`config.mk`:
```
export PLATFORM = sky130hd
export DESIGN_NAME = pattern_gen
export DESIGN_NICKNAME = d
export VERILOG_FILES = /design/src/verilog/dsp_pkg.sv /design/src/verilog/pattern_gen.sv
export SDC_FILE = /design/constraint.sdc
export NUM_CORES = 1
export LEC_CHECK = 0
export ABC_AREA = 1
export BUFFER_PORTS_ARGS = -buffer_cell sky130_fd_sc_hd__buf_4
export CORE_ASPECT_RATIO = 1.1
export CORE_MARGIN = 4
export CORE_UTILIZATION = 25
export DETAILED_ROUTE_END_ITERATION = 7
export SLEW_MARGIN = 5
export SYNTH_ARGS = -nofsm -noshare
export SYNTH_HDL_FRONTEND = slang
export SYNTH_SLANG_ARGS = --single-unit
export TNS_END_PERCENT = 30
```
`constraint.sdc`:
```
create_clock -name dspif -period 1.65 [get_ports dspif]
set_input_delay 0.165 -clock dspif [delete_from_list [all_inputs] [get_ports dspif]]
set_output_delay 0.165 -clock dspif [all_outputs]
set_load 0.03 [all_outputs]
```
`src/verilog/dsp_pkg.sv`:
```
`default_nettype none

package dsp_pkg;

	// ####################################################################
	// widths
	localparam int sample_w = 16;
	localparam int dac_lanes = 16;
	localparam int dac_w = sample_w * dac_lanes;
	localparam int adc_lanes = 4;
	localparam int adc_w = sample_w * adc_lanes;
	localparam int cap_we_w = adc_w / 8; // one enable per byte
	localparam int cap_addr_w = 11;
	localparam int period_w = 32;
	localparam int ramp_w = 12;
	localparam int ctr_w = 14;

	// ####################################################################
	// nco and cordic
	localparam int phase_w = 32;
	localparam int cordic_phase_w = 17; // top of the accumulator
	localparam int cordic_stages = 16;
	localparam int cordic_latency = 18; // input reg + stages + output reg
	localparam int cordic_w = 22; // growth and guard bits
	localparam int cordic_frac = 4;
	localparam int cordic_z_w = cordic_phase_w + 3; // full circle is 2**cordic_z_w

	localparam logic [sample_w-1:0] cordic_gain_inv = 16'h9b75; // 1/1.64676 in q0.16

	// atan(2**-i) in the same angle units as the residual
	localparam logic signed [cordic_z_w-1:0] cordic_atan [0:cordic_stages-1] = '{
		20'sd131072, 20'sd77376, 20'sd40884, 20'sd20753,
		20'sd10417,  20'sd5213,  20'sd2607,  20'sd1304,
		20'sd652,    20'sd326,   20'sd163,   20'sd81,
		20'sd41,     20'sd20,    20'sd10,    20'sd5
	};

	typedef enum logic [2:0] {
		src_square = 3'd0,
		src_phase  = 3'd1,
		src_cos    = 3'd2,
		src_sin    = 3'd3,
		src_ramp   = 3'd4
	} dac_src_e;

	typedef enum logic [1:0] {
		cap_adc   = 2'd0,
		cap_count = 2'd1,
		cap_cos   = 2'd2,
		cap_sin   = 2'd3
	} cap_src_e;

endpackage

`default_nettype wire

```
`src/verilog/pattern_gen.sv`:
```
`timescale 1ns/1ps
`default_nettype none

module pattern_gen import dsp_pkg::*; (
	input  wire logic                  dspif,
	input  wire logic                  rst_n,
	input  wire logic [period_w-1:0]   test_period,
	output logic      [sample_w-1:0]   square_word,
	output logic      [dac_w-1:0]      ramp_word,
	output logic      [adc_w-1:0]      count_word
);

	logic [period_w-1:0] dwell_cnt;
	logic [1:0] level;
	logic [ramp_w-1:0] ramp_cnt;
	logic [ctr_w-1:0] cap_cnt;

	// four level square wave held test_period+1 cycles per level
	always_ff @(posedge dspif) begin
		if (!rst_n) begin
			dwell_cnt <= '0;
			level <= '0;
		end else if (dwell_cnt == '0) begin
			dwell_cnt <= test_period;
			level <= level + 2'd1;
		end else begin
			dwell_cnt <= dwell_cnt - 1'b1;
		end
	end

	always_ff @(posedge dspif) begin
		if (!rst_n) begin
			square_word <= '0;
		end else begin
			square_word <= {level[1], {(sample_w-1){level[0]}}};
		end
	end

	always_ff @(posedge dspif) begin
		if (!rst_n) begin
			ramp_cnt <= '0;
			cap_cnt <= '0;
		end else begin
			ramp_cnt <= ramp_cnt + 1'b1;
			cap_cnt <= cap_cnt + 1'b1;
		end
	end

	// lane index sits in the low bits of every lane
	always_ff @(posedge dspif) begin
		if (!rst_n) begin
			ramp_word <= '0;
			count_word <= '0;
		end else begin
			for (int i = 0; i < dac_lanes; i++) begin
				ramp_word[i*sample_w +: sample_w] <= {ramp_cnt, i[sample_w-ramp_w-1:0]};
			end
			for (int j = 0; j < adc_lanes; j++) begin
				count_word[j*sample_w +: sample_w] <= {cap_cnt, j[sample_w-ctr_w-1:0]};
			end
		end
	end

endmodule

`default_nettype wire
```
==> flow_summary.ini <==
[run_status]
status = complete, but fails checks
violations = setup timing

[timing]
period_share = 1.01
min_period_ns = 1.66
drv_slew = 0
setup_viol_count_final = 1
skew_ns = 0.00621
timing.hold.ws_ns = 0.0456
final_hold_viol_count = 0
tightest_slew_ns = 0.635
finalSetupTns_ns = -0.00961
maxSlewHeadroom = 0.576
fin_ws_ns = -0.00961
fmax_mhz = 603
rsz0062_at_grt = true

[synthesis]
synthTopCellsByArea = buf_4 (35%), dfxtp_1 (27%), nand2_1 (8.9%)
yosysMostFrequentCell = buf_4
netlist_area_um2 = 6520
synth-edff-count = 0
ys_seq_area_frac = 0.273
syn_area_per_cell_um2 = 6.88
synth.distinct_cells = 30
yosys_most_used_dff = dfxtp_1
synth.top_cell.area_share = 0.354
ys_ff_latch = 89
synth.largest_area_cell = buf_4
yosys-top-cells-count = buf_4 (307), nand2_1 (154), nor2_1 (143)
yosys_warnings = 0
synthCells = 947
async_flop_share = 0

[final_layout]
layout-drive-gt1-share = 0.426
final_nets = 1096
syn_to_final_growth_pct = 23.8
fill_cells = 2754
n_antenna_cell = 0

[worst_setup_path]
cpPeakStageDelay_ns = 0.32
crit_type = flop to flop
start_kind = flop
path_cells = inv_2, ha_4, nand2_4, nor2_4, nand2_2, nor2_4, buf_6, nand2_8, o21ai_2, nor2_1
cp_num_buf_inv = 2
crit_slowest_cell = dfxtp_1
path_delay_family = simple AND/OR/NAND/NOR gates
cpMostUsedCell = nor2_4
cp-end-kind = flop
worstPathArrival_ns = 1.90
critPathRequiredTime_ns = 1.89
path_max_fanout = 6

[job]
max_cap_violations = 0

[clocking]
clockBufferDepth = 2
cts_htree_levels = 3
cts_buffers = 9
cts.sinks = 89
cts_root_buffer = clkbuf_16
cts.clk_slew.worst_paths_ns = 0.07
worstSkewPairLatency_ns = 0.35
cts_tree = built

[hold_path]
min_path_type = primary input to flop

[floorplanning]
dieArea_um2 = 28700
die_h_um = 177
ioPinCount = 370
coreArea_um2 = 25500
rows = 61
die_x_um = 162
start_util = 0.256

[drt]
drt_iter0_markers = 250
ant_nets = 0
vias_per_cell = 3.83
routed_wl_mm = 17.6
drt_first_pass_iters = 4
routed-via-count = 5397
drc = 0
wl_per_cell_um = 12.5

[pwr]
combPwrFrac = 0.589
switchingPower_uw = 5500
leakagePower_uw = 0.00450
switching_share = 0.478
power_frac_seq = 0.241
pwr-share-clk = 0.170
power.total_uw = 11500
p_int_uw = 6000
ir_worst_vdd_uv = 838
pwr_density_cell_nw_per_um2 = 1430

[global_route]
use_met3 = 0.0249
grt_usage = 0.109
grt_pass1_vias = 4884
grt_use_met2 = 0.201
antenna_found_initial = 0
grt_pass1_wl_mm = 25.3
use_met1 = 0.123
grt_busiest_layer = met2
grt_overflow = 0
grt_max_degree = 37

[placement]
dp_hpwl_mm = 14.0
dp_slack_ns = 0.000534
port_buffers = 333
gp_congestion = 0.881
==> logic make-up after synthesis <==
kind of cell	Yosys count	synth area share
XOR/XNOR	15	0.0202
AND/OR/NAND/NOR	356	0.226
buffers and inverters	421	0.425
other	1	0.000575
AO/OA/AOI/OAI	61	0.0474
adder cells (fa/ha/maj)	4	0.00768
flip-flops	89	0.273
==> final cells by class <==
class | count | area, um^2 | share of cell area
inverters | 101 | 384 | 0.0476
repair buffers | 382 | 2900 | 0.359
clock inverters | 6 | 50.0 | 0.00620
clock buffers | 9 | 225 | 0.0279
well taps | 346 | 433 | 0.0536
multi-input cells | 475 | 2300 | 0.285
flip-flops and latches | 89 | 1780 | 0.221
==> power by group through the flow <==
| stage | clock network [uW] | logic (uW) | registers, uW |
|---|---|---|---|
| after floorplan | 0 | 4280 | 2790 |
| after global placement | 0 | 5880 | 2790 |
| after detailed placement | 0 | 5950 | 2790 |
| after CTS | 2040 | 6010 | 2740 |
| after global routing | 2110 | 7530 | 2820 |
| final | 1960 | 6770 | 2770 |
==> metrics by stage <==
step / area (um^2) / utilization / instances
after floorplan: 6650 / - / 982
after global placement: 7550 / 0.296 / 1386
after detailed placement: 7550 / 0.296 / 1386
after CTS: 7840 / 0.308 / 1401
after global routing: 8070 / 0.317 / 1408
final: 8070 / 0.317 / 1408
==> flip-flops by register name (all words and copies together), names as in the netlist <==
| name | cells |
|---|---|
| cap_cnt | 14 |
| square_word | 2 |
| dwell_cnt | 32 |
| ramp_cnt | 12 |
| level | 2 |
| count_word | 14 |
| ramp_word | 13 |
==> final timing paths <==
path,start,to,slack (ns),cells past startpoint
max reg2reg,dwell_cnt[1],dwell_cnt[15],-0.01,10
max,dwell_cnt[1],dwell_cnt[15],-0.01,10
min reg2reg,cap_cnt[12],count_word[62],0.43,2
min,test_period[5],dwell_cnt[5],0.05,3
==> routing by layer <==
| metal | vias to the layer above | wire length, um |
|---|---|---|
| met4 | 0 | 376 |
| met2 | 215 | 9090 |
| met1 | 2395 | 6810 |
| met5 | - | 0 |
| met3 | 23 | 1310 |
| li1 | 2764 | - |
==> tightest hold or removal path, delay by kind of cell <==
family	cells	cell delay, ns
AO/OA/AOI/OAI	1	0.05
AND/OR/NAND/NOR	1	0.07
buffers and inverters	1	0.08
==> placed cells by master, fill, tap and decap left out, types with 2 or more instances in the layout <==
cell type   synthesis  routed
buf_4             307     377
nand2_1           154     151
nor2_1            143     129
inv_1              96      93
dfxtp_1            89      88
conb_1              1      36
nand3_1            29      28
o21ai_0            25      18
o21ai_1            18      16
a21oi_1            16      16
nor2_2              2      11
nand4_1             9       9
o21ai_2             0       9
xor2_1              9       9
clkbuf_16           0       9
inv_2               4       7
nor2_4              2       7
nor3_1              8       7
nand2_4             2       5
xnor2_1             6       5
nand2_2             3       4
buf_6               4       4
inv_6               0       3
nand2_8             0       2
clkinv_4            1       2
ha_1                4       2
clkinvlp_4          0       2
==> timing repair <==
| action | in CTS | in global routing |
|---|---|---|
| endpoints found under the hold margin | 0 | 0 |
| gates resized for setup | 2 | 55 |
| hold buffers | 0 | 0 |
| pin swaps | 0 | 10 |
| buffers inserted | 0 | 4 |
| setup endpoints to repair | 8 | 35 |
| cloned | 0 | 3 |
Note: power is estimated with default switching activity, not from simulation.
