`src/verilog/dsp_pkg.sv`:
```
`default_nettype none

package dsp_pkg;

	// ####################################################################
	// widths
	localparam int sample_w = 16;
	localparam int dac_lanes = 16;
	localparam int dac_w = sample_w * dac_lanes;
	localparam int adc_lanes = 4;
	localparam int adc_w = sample_w * adc_lanes;
	localparam int cap_we_w = adc_w / 8; // one enable per byte
	localparam int cap_addr_w = 11;
	localparam int period_w = 32;
	localparam int ramp_w = 12;
	localparam int ctr_w = 14;

	// ####################################################################
	// nco and cordic
	localparam int phase_w = 32;
	localparam int cordic_phase_w = 17; // top of the accumulator
	localparam int cordic_stages = 16;
	localparam int cordic_latency = 18; // input reg + stages + output reg
	localparam int cordic_w = 22; // growth and guard bits
	localparam int cordic_frac = 4;
	localparam int cordic_z_w = cordic_phase_w + 3; // full circle is 2**cordic_z_w

	localparam logic [sample_w-1:0] cordic_gain_inv = 16'h9b75; // 1/1.64676 in q0.16

	// atan(2**-i) in the same angle units as the residual
	localparam logic signed [cordic_z_w-1:0] cordic_atan [0:cordic_stages-1] = '{
		20'sd131072, 20'sd77376, 20'sd40884, 20'sd20753,
		20'sd10417,  20'sd5213,  20'sd2607,  20'sd1304,
		20'sd652,    20'sd326,   20'sd163,   20'sd81,
		20'sd41,     20'sd20,    20'sd10,    20'sd5
	};

	typedef enum logic [2:0] {
		src_square = 3'd0,
		src_phase  = 3'd1,
		src_cos    = 3'd2,
		src_sin    = 3'd3,
		src_ramp   = 3'd4
	} dac_src_e;

	typedef enum logic [1:0] {
		cap_adc   = 2'd0,
		cap_count = 2'd1,
		cap_cos   = 2'd2,
		cap_sin   = 2'd3
	} cap_src_e;

endpackage

`default_nettype wire

```
`src/verilog/dac_select.sv`:
```
`timescale 1ns/1ps
`default_nettype none

module dac_select import dsp_pkg::*; (
	input  wire logic                        dspif,
	input  wire logic                        rst_n,
	input  wire dac_src_e                    dac_src,
	input  wire logic  [cordic_phase_w-1:0]  phase,
	input  wire logic signed [sample_w-1:0]  cos,
	input  wire logic signed [sample_w-1:0]  sin,
	input  wire logic        [sample_w-1:0]  square_word,
	input  wire logic        [dac_w-1:0]     ramp_word,
	output logic             [dac_w-1:0]     dac_data
);

	logic [dac_w-1:0] sel_word;

	// source mux replicating one sample across all lanes
	always_ff @(posedge dspif) begin
		if (!rst_n) begin
			sel_word <= '0;
		end else begin
			case (dac_src)
				src_square: sel_word <= {dac_lanes{square_word}};
				src_phase:  sel_word <= {dac_lanes{phase[cordic_phase_w-1:1]}};
				src_cos:    sel_word <= {dac_lanes{cos}};
				src_sin:    sel_word <= {dac_lanes{sin}};
				src_ramp:   sel_word <= ramp_word;
				default:    sel_word <= '0; // unused codes
			endcase
		end
	end

	// output register toward the converter lanes
	always_ff @(posedge dspif) begin
		if (!rst_n) begin
			dac_data <= '0;
		end else begin
			dac_data <= sel_word;
		end
	end

endmodule

`default_nettype wire

```
`config.mk`:
```
export PLATFORM = sky130hd
export DESIGN_NAME = dac_select
export DESIGN_NICKNAME = d
export VERILOG_FILES = /design/src/verilog/dsp_pkg.sv /design/src/verilog/dac_select.sv
export SDC_FILE = /design/constraint.sdc
export NUM_CORES = 1
export LEC_CHECK = 0
export BUFFER_PORTS_ARGS = -buffer_cell sky130_fd_sc_hd__buf_2
export CAP_MARGIN = 5
export CORE_AREA = 8 8 220 222
export CTS_BUF_LIST = sky130_fd_sc_hd__clkbuf_4
export DETAILED_ROUTE_END_ITERATION = 16
export DIE_AREA = 0 0 228 230
export PLACE_DENSITY = 0.6
export SLEW_MARGIN = 0
export SYNTH_ARGS = -nofsm -noshare
export SYNTH_HDL_FRONTEND = slang
export SYNTH_SLANG_ARGS = --single-unit
```
`constraint.sdc`:
```
create_clock -name dspif -period 1.4 [get_ports dspif]
set_clock_uncertainty 0.05 [all_clocks]
set_input_delay 0.28 -clock dspif [delete_from_list [all_inputs] [get_ports dspif]]
set_output_delay 0.28 -clock dspif [all_outputs]
set_load 0.01 [all_outputs]
```
==> metrics.cfg, run 1 <==
[clock_network]
cts_root_buffer=sky130_fd_sc_hd__clkbuf_4
clkSinkCount=512
cts_resized=373
post_cts_hold_buffer_count=566
cts.path.max_buffers=3
cts.htree.levels=4
cts.repair_timing.setup_buffer_count=0
cts_made_buffers=133

[placed_design]
numPortBuffers=580
dpl_worst_slack_ps=-409.0
placed_area_um2=20150
gp_congestion=0.8598
dp_hpwl_um=44950
post-place-cells=2610

[run_status]
tool.error=[ERROR RSZ-0060] Max buffer count reached.
outcome=stopped before the end
failed_stage=clock tree synthesis

[synthesis]
synthesis.area_per_instance_um2=10.89
yosys.cell_types.count=18
yosysWarningCount=0
syn_inst_count=1441
ys_seq_elements=512
synth_area_um2=15700
sequential_element_share_of_the_synthesized_area=0.6529
mappedNetlistNets=1767

[die]
dieHeight_um=230
floorplan.die.width_um=228
io_pins=582
initial_utilization=0.3497
placementRows=78

-- cells by family after synthesis --
logic type,after synthesis,synth area share
AND/OR/NAND/NOR,516,0.1651
buffers and inverters,108,0.03865
multiplexers,32,0.02040
flip-flops,512,0.6529
AO/OA/AOI/OAI,273,0.1230
-- Yosys cell counts (all sizes together) --
master | count | share of area
dfxtp | 512 | 0.65
mux2i | 32 | 0.020
a21oi | 256 | 0.11
nand2 | 257 | 0.061
nor3b | 1 | 0.00080
nand2b | 1 | 0.00040
or2 | 1 | 0.00040
o21ai | 1 | 0.00032
o22a | 16 | 0.015
buf | 69 | 0.029
and2 | 256 | 0.10
clkbuf | 39 | 0.0093
-- stage by stage --
step	hold slack, ps	utilization	setup TNS, ps
3_5_place_dp	366.9	0.4487	-65150
3_3_place_gp	363.0	0.4487	-59160
2_1_floorplan	361.9	-	-22.19
==> run 2, diff against run 1 <==
- CORE_AREA: 8 8 220 222 -> unset
- CORE_MARGIN: unset -> 8
- CORE_UTILIZATION: unset -> 30
- CTS_BUF_LIST: sky130_fd_sc_hd__clkbuf_4 -> unset
- DIE_AREA: 0 0 228 230 -> unset
- PLACE_DENSITY: 0.6 -> unset
- PLACE_DENSITY_LB_ADDON: unset -> 0.15
- clock period: 1.4 -> 1.8 ns (I/O delays scaled with it)
==> metrics.cfg, run 2 <==
[run_status]
outcome=finished, final reports clean

[synthesis]
yosys.area.top_type_share=0.6529
ys_seq_elements=512
ys_top_cells_by_area=sky130_fd_sc_hd__dfxtp_1 (65%), sky130_fd_sc_hd__and2_1 (10%), sky130_fd_sc_hd__nand2_1 (6.1%)
synth_ff_type=sky130_fd_sc_hd__dfxtp_1
syn_inst_count=1441
sequential_element_share_of_the_synthesized_area=0.6529
compound_cell_area_share_of_the_yosys_netlist=0.1230
synth.most_common_cell=sky130_fd_sc_hd__dfxtp_1
synth_xor_xnor_area_share=0
yosys.cell_types.count=18
synth_top_cell_by_area=sky130_fd_sc_hd__dfxtp_1
synth_area_um2=15700
synth_fa_ha_area_frac=0
asyncSetResetFlopFracSynth=0
mappedNetlistNets=1767
synth_enable_flop_cells=0
ys_top_cells_by_count=sky130_fd_sc_hd__dfxtp_1 (512), sky130_fd_sc_hd__nand2_1 (257), sky130_fd_sc_hd__and2_1 (256), sky130_fd_sc_hd__a21oi_1 (146), sky130_fd_sc_hd__a21oi_2 (110)
yosysWarningCount=0
synth_simple_gate_area_frac=0.1651
synth.mux.area_fraction=0.02040
synthesis.area_per_instance_um2=10.89
combinational_family_with_the_most_area_after_synthesis=simple AND/OR/NAND/NOR gates

[setup_path]
critical_path.reg2reg.startpoint=sel_word[120]$_SDFF_PN0_
setup.worst_path.end_class=primary output
r2r_cells=1
reg_to_reg_setup_timing_slack_ps=1170
cp_top_delay_family=flip-flops
crit_start=dac_data[181]$_SDFF_PN0_
highest_cell_delay_on_the_worst_timing_path_ps=370
timing.critical_path.slowest_stage_cell=sky130_fd_sc_hd__dfxtp_1
critical_path.n_buffers_inverters=1
endpoint_arrival_time_on_the_critical_path_ps=1130
crit-reg2reg-capture=dac_data[120]$_SDFF_PN0_
timing.critical_path.fanout_max=1
path_cells=buf_2
timing.critical_path.to=dac_data[181]
cp.depth=1
timing.setup.critical_path_class=reg -> out
worst_ep_required_time_ps=1390
kind_of_start_point_of_the_critical_path=register

[die]
core_area_um2=52130
dieHeight_um=244.8
placementRows=84
initial_utilization=0.3011
floorplan.die.width_um=244.8
floorplan.die_area_um2=59910
io_pins=582

[timing]
final_number_of_hold_violating_endpoints=0
holdWs_ps=38.05
final_min_period_over_clock_period=0.8540
min_cycle_time_layout_ps=1537
slew_headroom=0.7059
fmax_mhz=650.5
timing.final.max_slew_violations=0
grt_setup_unrepaired=false
timing_worst_slew_pin_value_ps=441.1
finalSetupTns_ps=0
report.final.setup_viol=0

[drt]
top_layer_used=met4
vias_per_inst=4.302
detail_route.wirelength.met1_um=27340
drt_pass1_iterations=4
drcViolationCount=0
first_iter_violations=662
met2_wirelength_um=31240
routed_wirelength_um=64690
drt.antenna.violating_nets=0
via_count=13110
routed-wl-met3_um=4622
routedWlPerCell_um=21.22

[placed_design]
dp_hpwl_um=46500
gp_congestion=0.8183
numPortBuffers=580
placed_area_um2=20130

[global_routing]
grt_max_degree=115
total_overflow_reported_by_the_global_router=0
number_of_global_route_vias_before_repair=13770
wire_length_of_the_first_global_routing_pass_um=93020
antenna_found_initial=8
grt_use_total=0.2072

[clock_network]
cts.htree.levels=2
clkLatencyLatePin_ps=600
tritoncts=built
worst_setup_hold_path_clk_slew_ps=60
cts_root_buffer=sky130_fd_sc_hd__clkbuf_16
cts_made_buffers=53
cts.repair_timing.setup_buffer_count=0
cts.path.max_buffers=3
clkSinkCount=512
cts_resized=0

[finish]
drive_gt1_frac=0.3783
biggestRegsByFlops=dac_data (256), sel_word (256)
fin_util=0.4723
most-common-layout-cells=sky130_fd_sc_hd__buf_2 (579), sky130_fd_sc_hd__dfxtp_1 (512), sky130_fd_sc_hd__nand2_1 (256), sky130_fd_sc_hd__and2_1 (256), sky130_fd_sc_hd__dlygate4sd3_1 (252)
design.final.nets=2636
finalInstanceArea_um2=24620
syn_to_final_growth_pct=56.82
mostFrequentLayoutCell=sky130_fd_sc_hd__buf_2

[pwr]
power.density_cell_area_nw_per_um2=1084
peakVddDrop_uv=650.0
total_leakage_power_nw=11.03

[worst_hold_path]
min_path_type=in -> reg

[job]
cap_viol_max_count=0

-- run 2: cell families (layout without fill, tap and decap cells) --
logic type / count (synthesis) / in the layout
AOI/OAI and AO/OA: 273 / 273
other: 0 / 5
and+or+nand+nor: 516 / 516
buffers and inverters: 108 / 1022
DFF: 512 / 512
muxes: 32 / 32
-- run 2: stage by stage --
step / setup slack (ps) / power, mW / instances
after floorplan: 301.0 / 13.07 / 1441
after global placement: -114.1 / 14.45 / 2691
after detailed placement: -115.9 / 14.46 / 2691
after CTS: 222.8 / 26.97 / 3042
after global routing: 198.6 / 27.70 / 3047
final: 262.8 / 26.68 / 3048
-- run 2: worst min-delay path by stage --
stage,start,end,slack [ps],cells after the start
2_1_floorplan,sel_word[0]$_SDFF_PN0_,dac_data[0]$_SDFF_PN0_,360,1
3_3_place_gp,sel_word[154]$_SDFF_PN0_,dac_data[154]$_SDFF_PN0_,360,1
3_5_place_dp,sel_word[158]$_SDFF_PN0_,dac_data[158]$_SDFF_PN0_,370,1
4_1_cts,ramp_word[2],sel_word[2]$_SDFF_PN0_,5,3
5_1_grt,ramp_word[255],sel_word[255]$_SDFF_PN0_,6,3
6_report,ramp_word[255],sel_word[255]$_SDFF_PN0_,40,3
-- run 2: metal layers --
layer / global-route usage / up-vias
met3: 0.05880 / 90
li1: - / 6367
met5: 0 / -
met2: 0.3537 / 496
met4: 0.05152 / 0
met1: 0.2557 / 6161
-- run 2: repair_timing --
item                       4_1_cts  5_1_grt
setup endpoints to repair        0        0
hold endpoints to repair       251        1
hold buffers                   251        1
-- run 2: report_power, final --
part           internal [mW]  total [mW]  switching, mW  leakage, nW
logic                   1.35        2.76           1.41         5.90
registers               11.8        11.9          0.107         4.17
clock network           7.24        12.0           4.80        0.957
total                   20.4        26.7           6.32         11.0
-- run 2: cell type report --
cell class                      count  area [um2]
Multi-Input combinational cell    821        4857
Timing Repair Buffer              922        6683
Fill cell                        4810       27510
Clock buffer                       69        1496
Sequential cell                   512       10250
Tap cell                          688       860.8
Antenna cell                        5       12.51
Clock inverter                     31       459.2
(Power assumes the default switching activity.)
