<file path="src/verilog/dsp_pkg.sv">
`default_nettype none

package dsp_pkg;

	// ####################################################################
	// widths
	localparam int sample_w = 16;
	localparam int dac_lanes = 16;
	localparam int dac_w = sample_w * dac_lanes;
	localparam int adc_lanes = 4;
	localparam int adc_w = sample_w * adc_lanes;
	localparam int cap_we_w = adc_w / 8; // one enable per byte
	localparam int cap_addr_w = 11;
	localparam int period_w = 32;
	localparam int ramp_w = 12;
	localparam int ctr_w = 14;

	// ####################################################################
	// nco and cordic
	localparam int phase_w = 32;
	localparam int cordic_phase_w = 17; // top of the accumulator
	localparam int cordic_stages = 16;
	localparam int cordic_latency = 18; // input reg + stages + output reg
	localparam int cordic_w = 22; // growth and guard bits
	localparam int cordic_frac = 4;
	localparam int cordic_z_w = cordic_phase_w + 3; // full circle is 2**cordic_z_w

	localparam logic [sample_w-1:0] cordic_gain_inv = 16'h9b75; // 1/1.64676 in q0.16

	// atan(2**-i) in the same angle units as the residual
	localparam logic signed [cordic_z_w-1:0] cordic_atan [0:cordic_stages-1] = '{
		20'sd131072, 20'sd77376, 20'sd40884, 20'sd20753,
		20'sd10417,  20'sd5213,  20'sd2607,  20'sd1304,
		20'sd652,    20'sd326,   20'sd163,   20'sd81,
		20'sd41,     20'sd20,    20'sd10,    20'sd5
	};

	typedef enum logic [2:0] {
		src_square = 3'd0,
		src_phase  = 3'd1,
		src_cos    = 3'd2,
		src_sin    = 3'd3,
		src_ramp   = 3'd4
	} dac_src_e;

	typedef enum logic [1:0] {
		cap_adc   = 2'd0,
		cap_count = 2'd1,
		cap_cos   = 2'd2,
		cap_sin   = 2'd3
	} cap_src_e;

endpackage

`default_nettype wire

</file>
<file path="src/verilog/capture_writer.sv">
`timescale 1ns/1ps
`default_nettype none

module capture_writer import dsp_pkg::*; (
	input  wire logic                        dspif,
	input  wire logic                        rst_n,
	input  wire logic                        capture_restart,
	input  wire cap_src_e                    cap_src,
	input  wire logic        [adc_w-1:0]     adc_data,
	input  wire logic        [adc_w-1:0]     count_word,
	input  wire logic signed [sample_w-1:0]  cos,
	input  wire logic signed [sample_w-1:0]  sin,
	output logic             [cap_addr_w-1:0] cap_addr,
	output logic             [cap_we_w-1:0]  cap_we,
	output logic             [adc_w-1:0]     cap_data
);

	logic at_last;

	assign at_last = &cap_addr;

	// address runs up once and parks on the last entry
	always_ff @(posedge dspif) begin
		if (!rst_n) begin
			cap_addr <= '0;
		end else if (capture_restart) begin
			cap_addr <= '0;
		end else if (!at_last) begin
			cap_addr <= cap_addr + 1'b1;
		end
	end

	assign cap_we = {cap_we_w{~at_last}}; // stop writing once parked

	always_ff @(posedge dspif) begin
		if (!rst_n) begin
			cap_data <= '0;
		end else begin
			case (cap_src)
				cap_adc:   cap_data <= adc_data;
				cap_count: cap_data <= count_word;
				cap_cos:   cap_data <= {adc_lanes{cos}};
				default:   cap_data <= {adc_lanes{sin}};
			endcase
		end
	end

endmodule

`default_nettype wire

</file>
<file path="config.mk">
export PLATFORM = sky130hd
export DESIGN_NAME = capture_writer
export DESIGN_NICKNAME = d
export VERILOG_FILES = /design/src/verilog/dsp_pkg.sv /design/src/verilog/capture_writer.sv
export SDC_FILE = /design/constraint.sdc
export NUM_CORES = 1
export LEC_CHECK = 0
export BUFFER_PORTS_ARGS = -buffer_cell sky130_fd_sc_hd__buf_4
export CORE_MARGIN = 3
export CORE_UTILIZATION = 46
export CTS_CLUSTER_DIAMETER = 150
export DETAILED_ROUTE_END_ITERATION = 10
export PLACE_DENSITY = 0.87
export REMOVE_ABC_BUFFERS = 1
export SLEW_MARGIN = 10
export SYNTH_ARGS = -nofsm -noshare
export SYNTH_HDL_FRONTEND = slang
export SYNTH_SLANG_ARGS = --single-unit
export TNS_END_PERCENT = 30
</file>
<file path="constraint.sdc">
create_clock -name dspif -period 2.4 [get_ports dspif]
set_input_delay 0.12 -clock dspif [delete_from_list [all_inputs] [get_ports dspif]]
set_output_delay 0.12 -clock dspif [all_outputs]
set_load 0.02 [all_outputs]
</file>
==> impl_results.md, run 1 <==
- Status: finished clean
- Wire per inst: 16.16 um
- Crit path arrival time: roughly 1.8 ns
- Core area: 7848 um2
- Sequential fraction of the synthesis area: 0.3979
- Max_slew headroom: 0.5277
- Dpl ws: a little over 0.8 ns
- Initial Utilization: 0.4809
- Finished layout cell area: 5847 um2
- CTS Hold Bufs: 0
- Area Overhead vs Synth: 54.94%
- Gr usage total: 0.2235
- Fin crit period: roughly 1.9 ns
- Reg area: ~1500 um2
- Pwr/cell area: ~550 nW/um2
- Largest net degree at the start of global routing: just over 70
- Crit path required time: 2.28 ns
- CTS buffer count: 9
- Hold Vio Cnt, Final: 0
- Reg clk slew, reported paths: approximately 0.08 ns
- Clk_lat worst skew: approximately 0.32 ns
- Most common cell after layout, fill and taps aside: buf_4
- Final nets: 757
- Post-DP Area: 5619 um2
- CP Capture Type: output port
- Final setup viols: 0
- Vias in the first global route: roughly 3400
- Finished Core Util: 0.7451
- Layout cells sized above 1: 0.4950
- Die Area: 9327 um2
- Detailed placement HPWL: 9006 um
- Multi-input logic area: ~2100 um2
- First-pass GRT wire length: between 15000 and 20000 um
- Final GP Congestion: 0.8478
- Via Count: ~3700
- Slew @ Worst Pin: 0.7085 ns
- Synthesized area per cell: about 10 um2
- Cell count after synthesis: 362
- Worst VDD drop: between 0.0003 and 0.0004 V
- FFs w/ async S/R, synth: 0
- Vert. Die Dim: around 97 um
- FP Rows: 32
- RSZ-0062 raised after global routing: no
- Drt first pass iters: 4
- Post-CTS resize count: 0
- Drt total wl: around 11000 um
- Die Width: 96.58 um
- Postcts setup bufs: 0
- Setup_tns: 0 ns
- Setup CP Type: register to output port
- CTS Root Cell: clkbuf_8
- F_max: around 530 MHz
- Critical Path Start Type: register
- Pwr Total: roughly 3.2 mW
- Clk sinks: between 70 and 80
- Initial antenna violation count: 0
- Most frequent cells in the layout: buf_4, dfxtp_1, mux2i_1
- Vias per cell: 5.244
- Period utilisation layout: 0.7824
- Ys Warns: 0
- Remaining global-route overflow: 0
- Distinct cell type count after synthesis: 37
- Inserted Diodes: 0
- Clock skew: 0.003754 ns
- Max Cap Violations: 0
- Top Ports: between 200 and 250
- Clock H-tree levels: 3
- Residual DRC: 0
- Commonest register cell after synthesis: dfxtp_1
- Drt initial violations: 100
- Critical Path Fanout Max: 8
- Final worst slack: roughly 0.52 ns
- Fill cells: about 580
- CTS tree: done
- Flops & latches, synth: 75
- Worst hold path class: input pin to register
- Port buffer count: 247
- Count of pins over their slew limit: 0
- Netlist Area Pre-Place: 3774 um2
- Leak: roughly 2.8 nW
- EDFF count, synth: 0
- Clock buffer depth: 2
- Antenna Nets Post-Route: 0
[where the power goes]
group          total (mW)  internal (mW)  switching, mW
logic               0.773          0.436          0.336
clock network        1.09          0.642          0.451
registers            1.35           1.33         0.0254
total                3.22           2.40          0.813
[registers in the layout, summed over array words and instances (netlist names)]
name	count
cap_addr	11
cap_data	64
[synth_stat cells (3+ instances only)]
| cell | number | share of area |
|---|---|---|
| and2_1 | 19 | 0.031 |
| a211oi_1 | 3 | 0.0060 |
| mux2_2 | 4 | 0.012 |
| a31oi_1 | 3 | 0.0050 |
| dfxtp_1 | 75 | 0.40 |
| mux2i_1 | 56 | 0.15 |
| a21oi_1 | 6 | 0.0080 |
| nor2b_1 | 13 | 0.022 |
| buf_2 | 9 | 0.012 |
| nand4_1 | 4 | 0.0066 |
| nor2_1 | 45 | 0.045 |
| mux4_2 | 18 | 0.11 |
| clkbuf_1 | 10 | 0.0099 |
| o21a_1 | 46 | 0.092 |
| nand3_1 | 8 | 0.011 |
| buf_4 | 14 | 0.028 |
[worst paths after layout]
check                                start                  endpoint  slack (ns)  cells after the start
hold reg to reg   cap_addr[1]$_SDFFE_PP0N_  cap_addr[1]$_SDFFE_PP0N_        0.56                      2
setup reg to reg  cap_addr[0]$_SDFFE_PP0N_  cap_addr[5]$_SDFFE_PP0N_        0.77                      4
hold / removal                adc_data[33]   cap_data[33]$_SDFF_PN0_        0.12                      3
setup / recovery  cap_addr[0]$_SDFFE_PP0N_                 cap_we[4]        0.52                      5
[stage by stage]
step / hold slack (ns) / cells
after CTS: 0.09550 / 698
after global routing: 0.09451 / 698
final: 0.1152 / 698
after detailed placement: 0.4492 / 682
after global placement: 0.4448 / 682
after floorplan: 0.2375 / 326
[routing by layer]
metal / up-vias / wire length (um) / global-route usage
met1: 1709 / 3806 / 0.2367
met5: - / 0 / 0
met3: 16 / 1264 / 0.07359
li1: 1752 / - / -
met4: 0 / 192 / 0.08879
met2: 183 / 6019 / 0.4069
[worst max-delay path: stages (launching register included)]
cell,delay (ns)
dfxtp_1,0.45
ha_1,0.25
nand3_1,0.16
nor2_1,0.18
nand2_1,0.17
buf_4,0.22
[cell type report]
class                   instances  area share
multi-input cells             250      0.3514
repair buffers                254      0.3304
well taps                     102     0.02183
clock buffers                  12     0.02654
clock inverters                 4     0.01241
inverters                       1   0.0006420
flip-flops and latches         75      0.2568
[logic make-up after synthesis]
group,after synthesis,share of synthesized area
and+or+nand+nor,102,0.1399
muxes,78,0.2679
DFF,75,0.3979
AOI/OAI and AO/OA,69,0.1333
buffers and inverters,37,0.05769
adders and majority gates,1,0.003315
(Power assumes the default switching activity.)
==> run 2: changes to the inputs <==
- CORE_UTILIZATION: 46 -> 42
- PLACE_DENSITY: 0.87 -> 0.8
- clock period: 2.4 -> 1.9 ns (I/O delays scaled with it)
==> impl_results.md, run 2 (synthesized netlist as in run 1, its figures left out) <==
- Status: finished clean
- Worst VDD drop: between 0.0003 and 0.0004 V
- Reg area: roughly 1500 um2
- Internal: 2.728 mW
- Crit path required time: 1.80 ns
- Largest register FFs: 64
- Sw frac: 0.2683
- Drt first pass iters: 4
- Inserted Diodes: 0
- Worst hold path class: input pin to register
- Core area: about 8500 um2
- Crit path largest cell delay: between 0.3 and 0.4 ns
- Vias per cell: approximately 5.1
- Clock skew: between 0.007 and 0.008 ns
- Slew @ Worst Pin: about 0.46 ns
- Setup CP Type: register to output port
- Final GP Congestion: 0.9011
- FP Rows: 33
- Post-DP Area: roughly 5600 um2
- Final nets: 757
- Port buffer count: between 200 and 250
- Initial Utilization: 0.4458
- Crit path arrival time: 1.64 ns
- Max_slew headroom: 0.6910
- Post-CTS resize count: 0
- Wire per inst: between 15 and 20 um
- Die Width: around 100 um
- Top reg by flops: cap_data
- Clock buffer depth: 2
- Reg2Reg Setup Slack: slightly below 0.4 ns
- CTS tree: done
- Multi-input logic area: about 2100 um2
- Sw Pwr: between 1 and 1.5 mW
- CTS buffer count: 9
- Most common cell after layout, fill and taps aside: buf_4
- Largest net degree at the start of global routing: 49
- Fill cells: around 650
- Drt initial violations: 87
- Vias in the first global route: 3420
- Drt total wl: approximately 11000 um
- Antenna Nets Post-Route: 0
- CTS Root Cell: clkbuf_8
- Crit path launch: cap_addr[0]$_SDFFE_PP0N_
- Vert. Die Dim: around 100 um
- First-pass GRT wire length: 16360 um
- Worst r2r src: cap_addr[0]$_SDFFE_PP0N_
- Residual DRC: 0
- Clk sinks: 75
- Clock power frac: 0.280
- Final setup viols: 0
- RSZ-0062 raised after global routing: no
- Initial antenna violation count: 0
- Period utilisation layout: 0.9113
- Die Area: just over 10000 um2
- Fin crit period: approximately 1.7 ns
- Critical Path Fanout Max: 8
- F_max: just under 600 MHz
- Remaining global-route overflow: 0
- Postcts setup bufs: 0
- Gr usage total: 0.2046
- Via Count: 3594
- Critical Path Start Type: register
- Reg clk slew, reported paths: approximately 0.070 ns
- Area Overhead vs Synth: 53.71%
- Hold Vio Cnt, Final: 0
- Top flop regs: cap_data (64), cap_addr (11)
- CP max stage cell: dfxtp_2
- Max Cap Violations: 0
- Crit path cell chain: ha_1 -> nand3_1 -> nor2_1 -> nand2_2 -> buf_4
- Count of pins over their slew limit: 0
- Logic pwr share: 0.262
- Top Ports: 248
- Hold wc startpoint: adc_data[1]
- Layout cells sized above 1: 0.4975
- Hold Slack: 0.08926 ns
- CP Capture Type: output port
- Finished Core Util: 0.6853
- Pwr/cell area: between 600 and 700 nW/um2
- Clk_lat worst skew: about 0.33 ns
- Finished layout cell area: 5801 um2
- Clock H-tree levels: 3
- Leak: 2.775 nW
- CTS Hold Bufs: 0
- Most frequent cells in the layout: buf_4, dfxtp_1, mux2i_1
- Detailed placement HPWL: 8823 um
- Sequential Power Share: 0.458
run 2: changes by cell type in the layout (fill, tap and decap cells not counted):
cell,delta
nand2_1,-1
clkbuf_8,-1
buf_12,+1
bufinv_16,-2
clkbuf_1,+1
dfxtp_1,-2
buf_4,-1
nand2_2,+1
clkinv_2,+2
clkinvlp_4,-1
dfxtp_2,+2
run 2: routing by layer:
layer,global-route usage,share of wire,vias up
met2,0.3620,0.52,175
met1,0.2273,0.37,1644
met4,0.07876,0.024,0
li1,-,-,1751
met5,0,0,-
met3,0.06505,0.094,24
run 2: path summary, 6_finish.rpt:
kind                              end  cells after the start
max reg2reg  cap_addr[5]$_SDFFE_PP0N_                      4
max                         cap_we[4]                      5
min reg2reg  cap_addr[0]$_SDFFE_PP0N_                      2
min            cap_data[1]$_SDFF_PN0_                      3
run 2: final cells by class:
cell class	instances	share of cell area
Timing Repair Buffer	254	0.3352
Sequential cell	75	0.2593
Clock buffer	12	0.02502
Clock inverter	3	0.002588
Tap cell	105	0.02265
Multi-Input combinational cell	250	0.3546
Inverter	1	0.0006471
run 2: critical path, delay by kind of cell (launching register included):
kind                     cells  cell delay (ns)
adder cells (fa/ha/maj)      1             0.21
buffers and inverters        1             0.20
flip-flops                   1             0.39
AND/OR/NAND/NOR              3             0.50
run 2: per-stage QoR:
stage / setup TNS, ns / setup WS (ns) / power [mW] / std cells
2_1_floorplan: -0.6448 / -0.08059 / 2.149 / 326
3_3_place_gp: 0 / 0.4338 / 2.712 / 685
3_5_place_dp: 0 / 0.3423 / 2.731 / 685
4_1_cts: 0 / 0.02915 / 3.766 / 700
5_1_grt: 0 / 0.03627 / 3.911 / 700
6_report: 0 / 0.1685 / 3.728 / 700
run 2: power by group through the flow:
stage	sequential [mW]	clock, mW	combinational (mW)
final	1.71	1.04	0.977
after global routing	1.72	1.14	1.05
after CTS	1.71	1.07	0.990
after detailed placement	1.74	0	0.988
after global placement	1.74	0	0.971
after floorplan	1.88	0	0.273
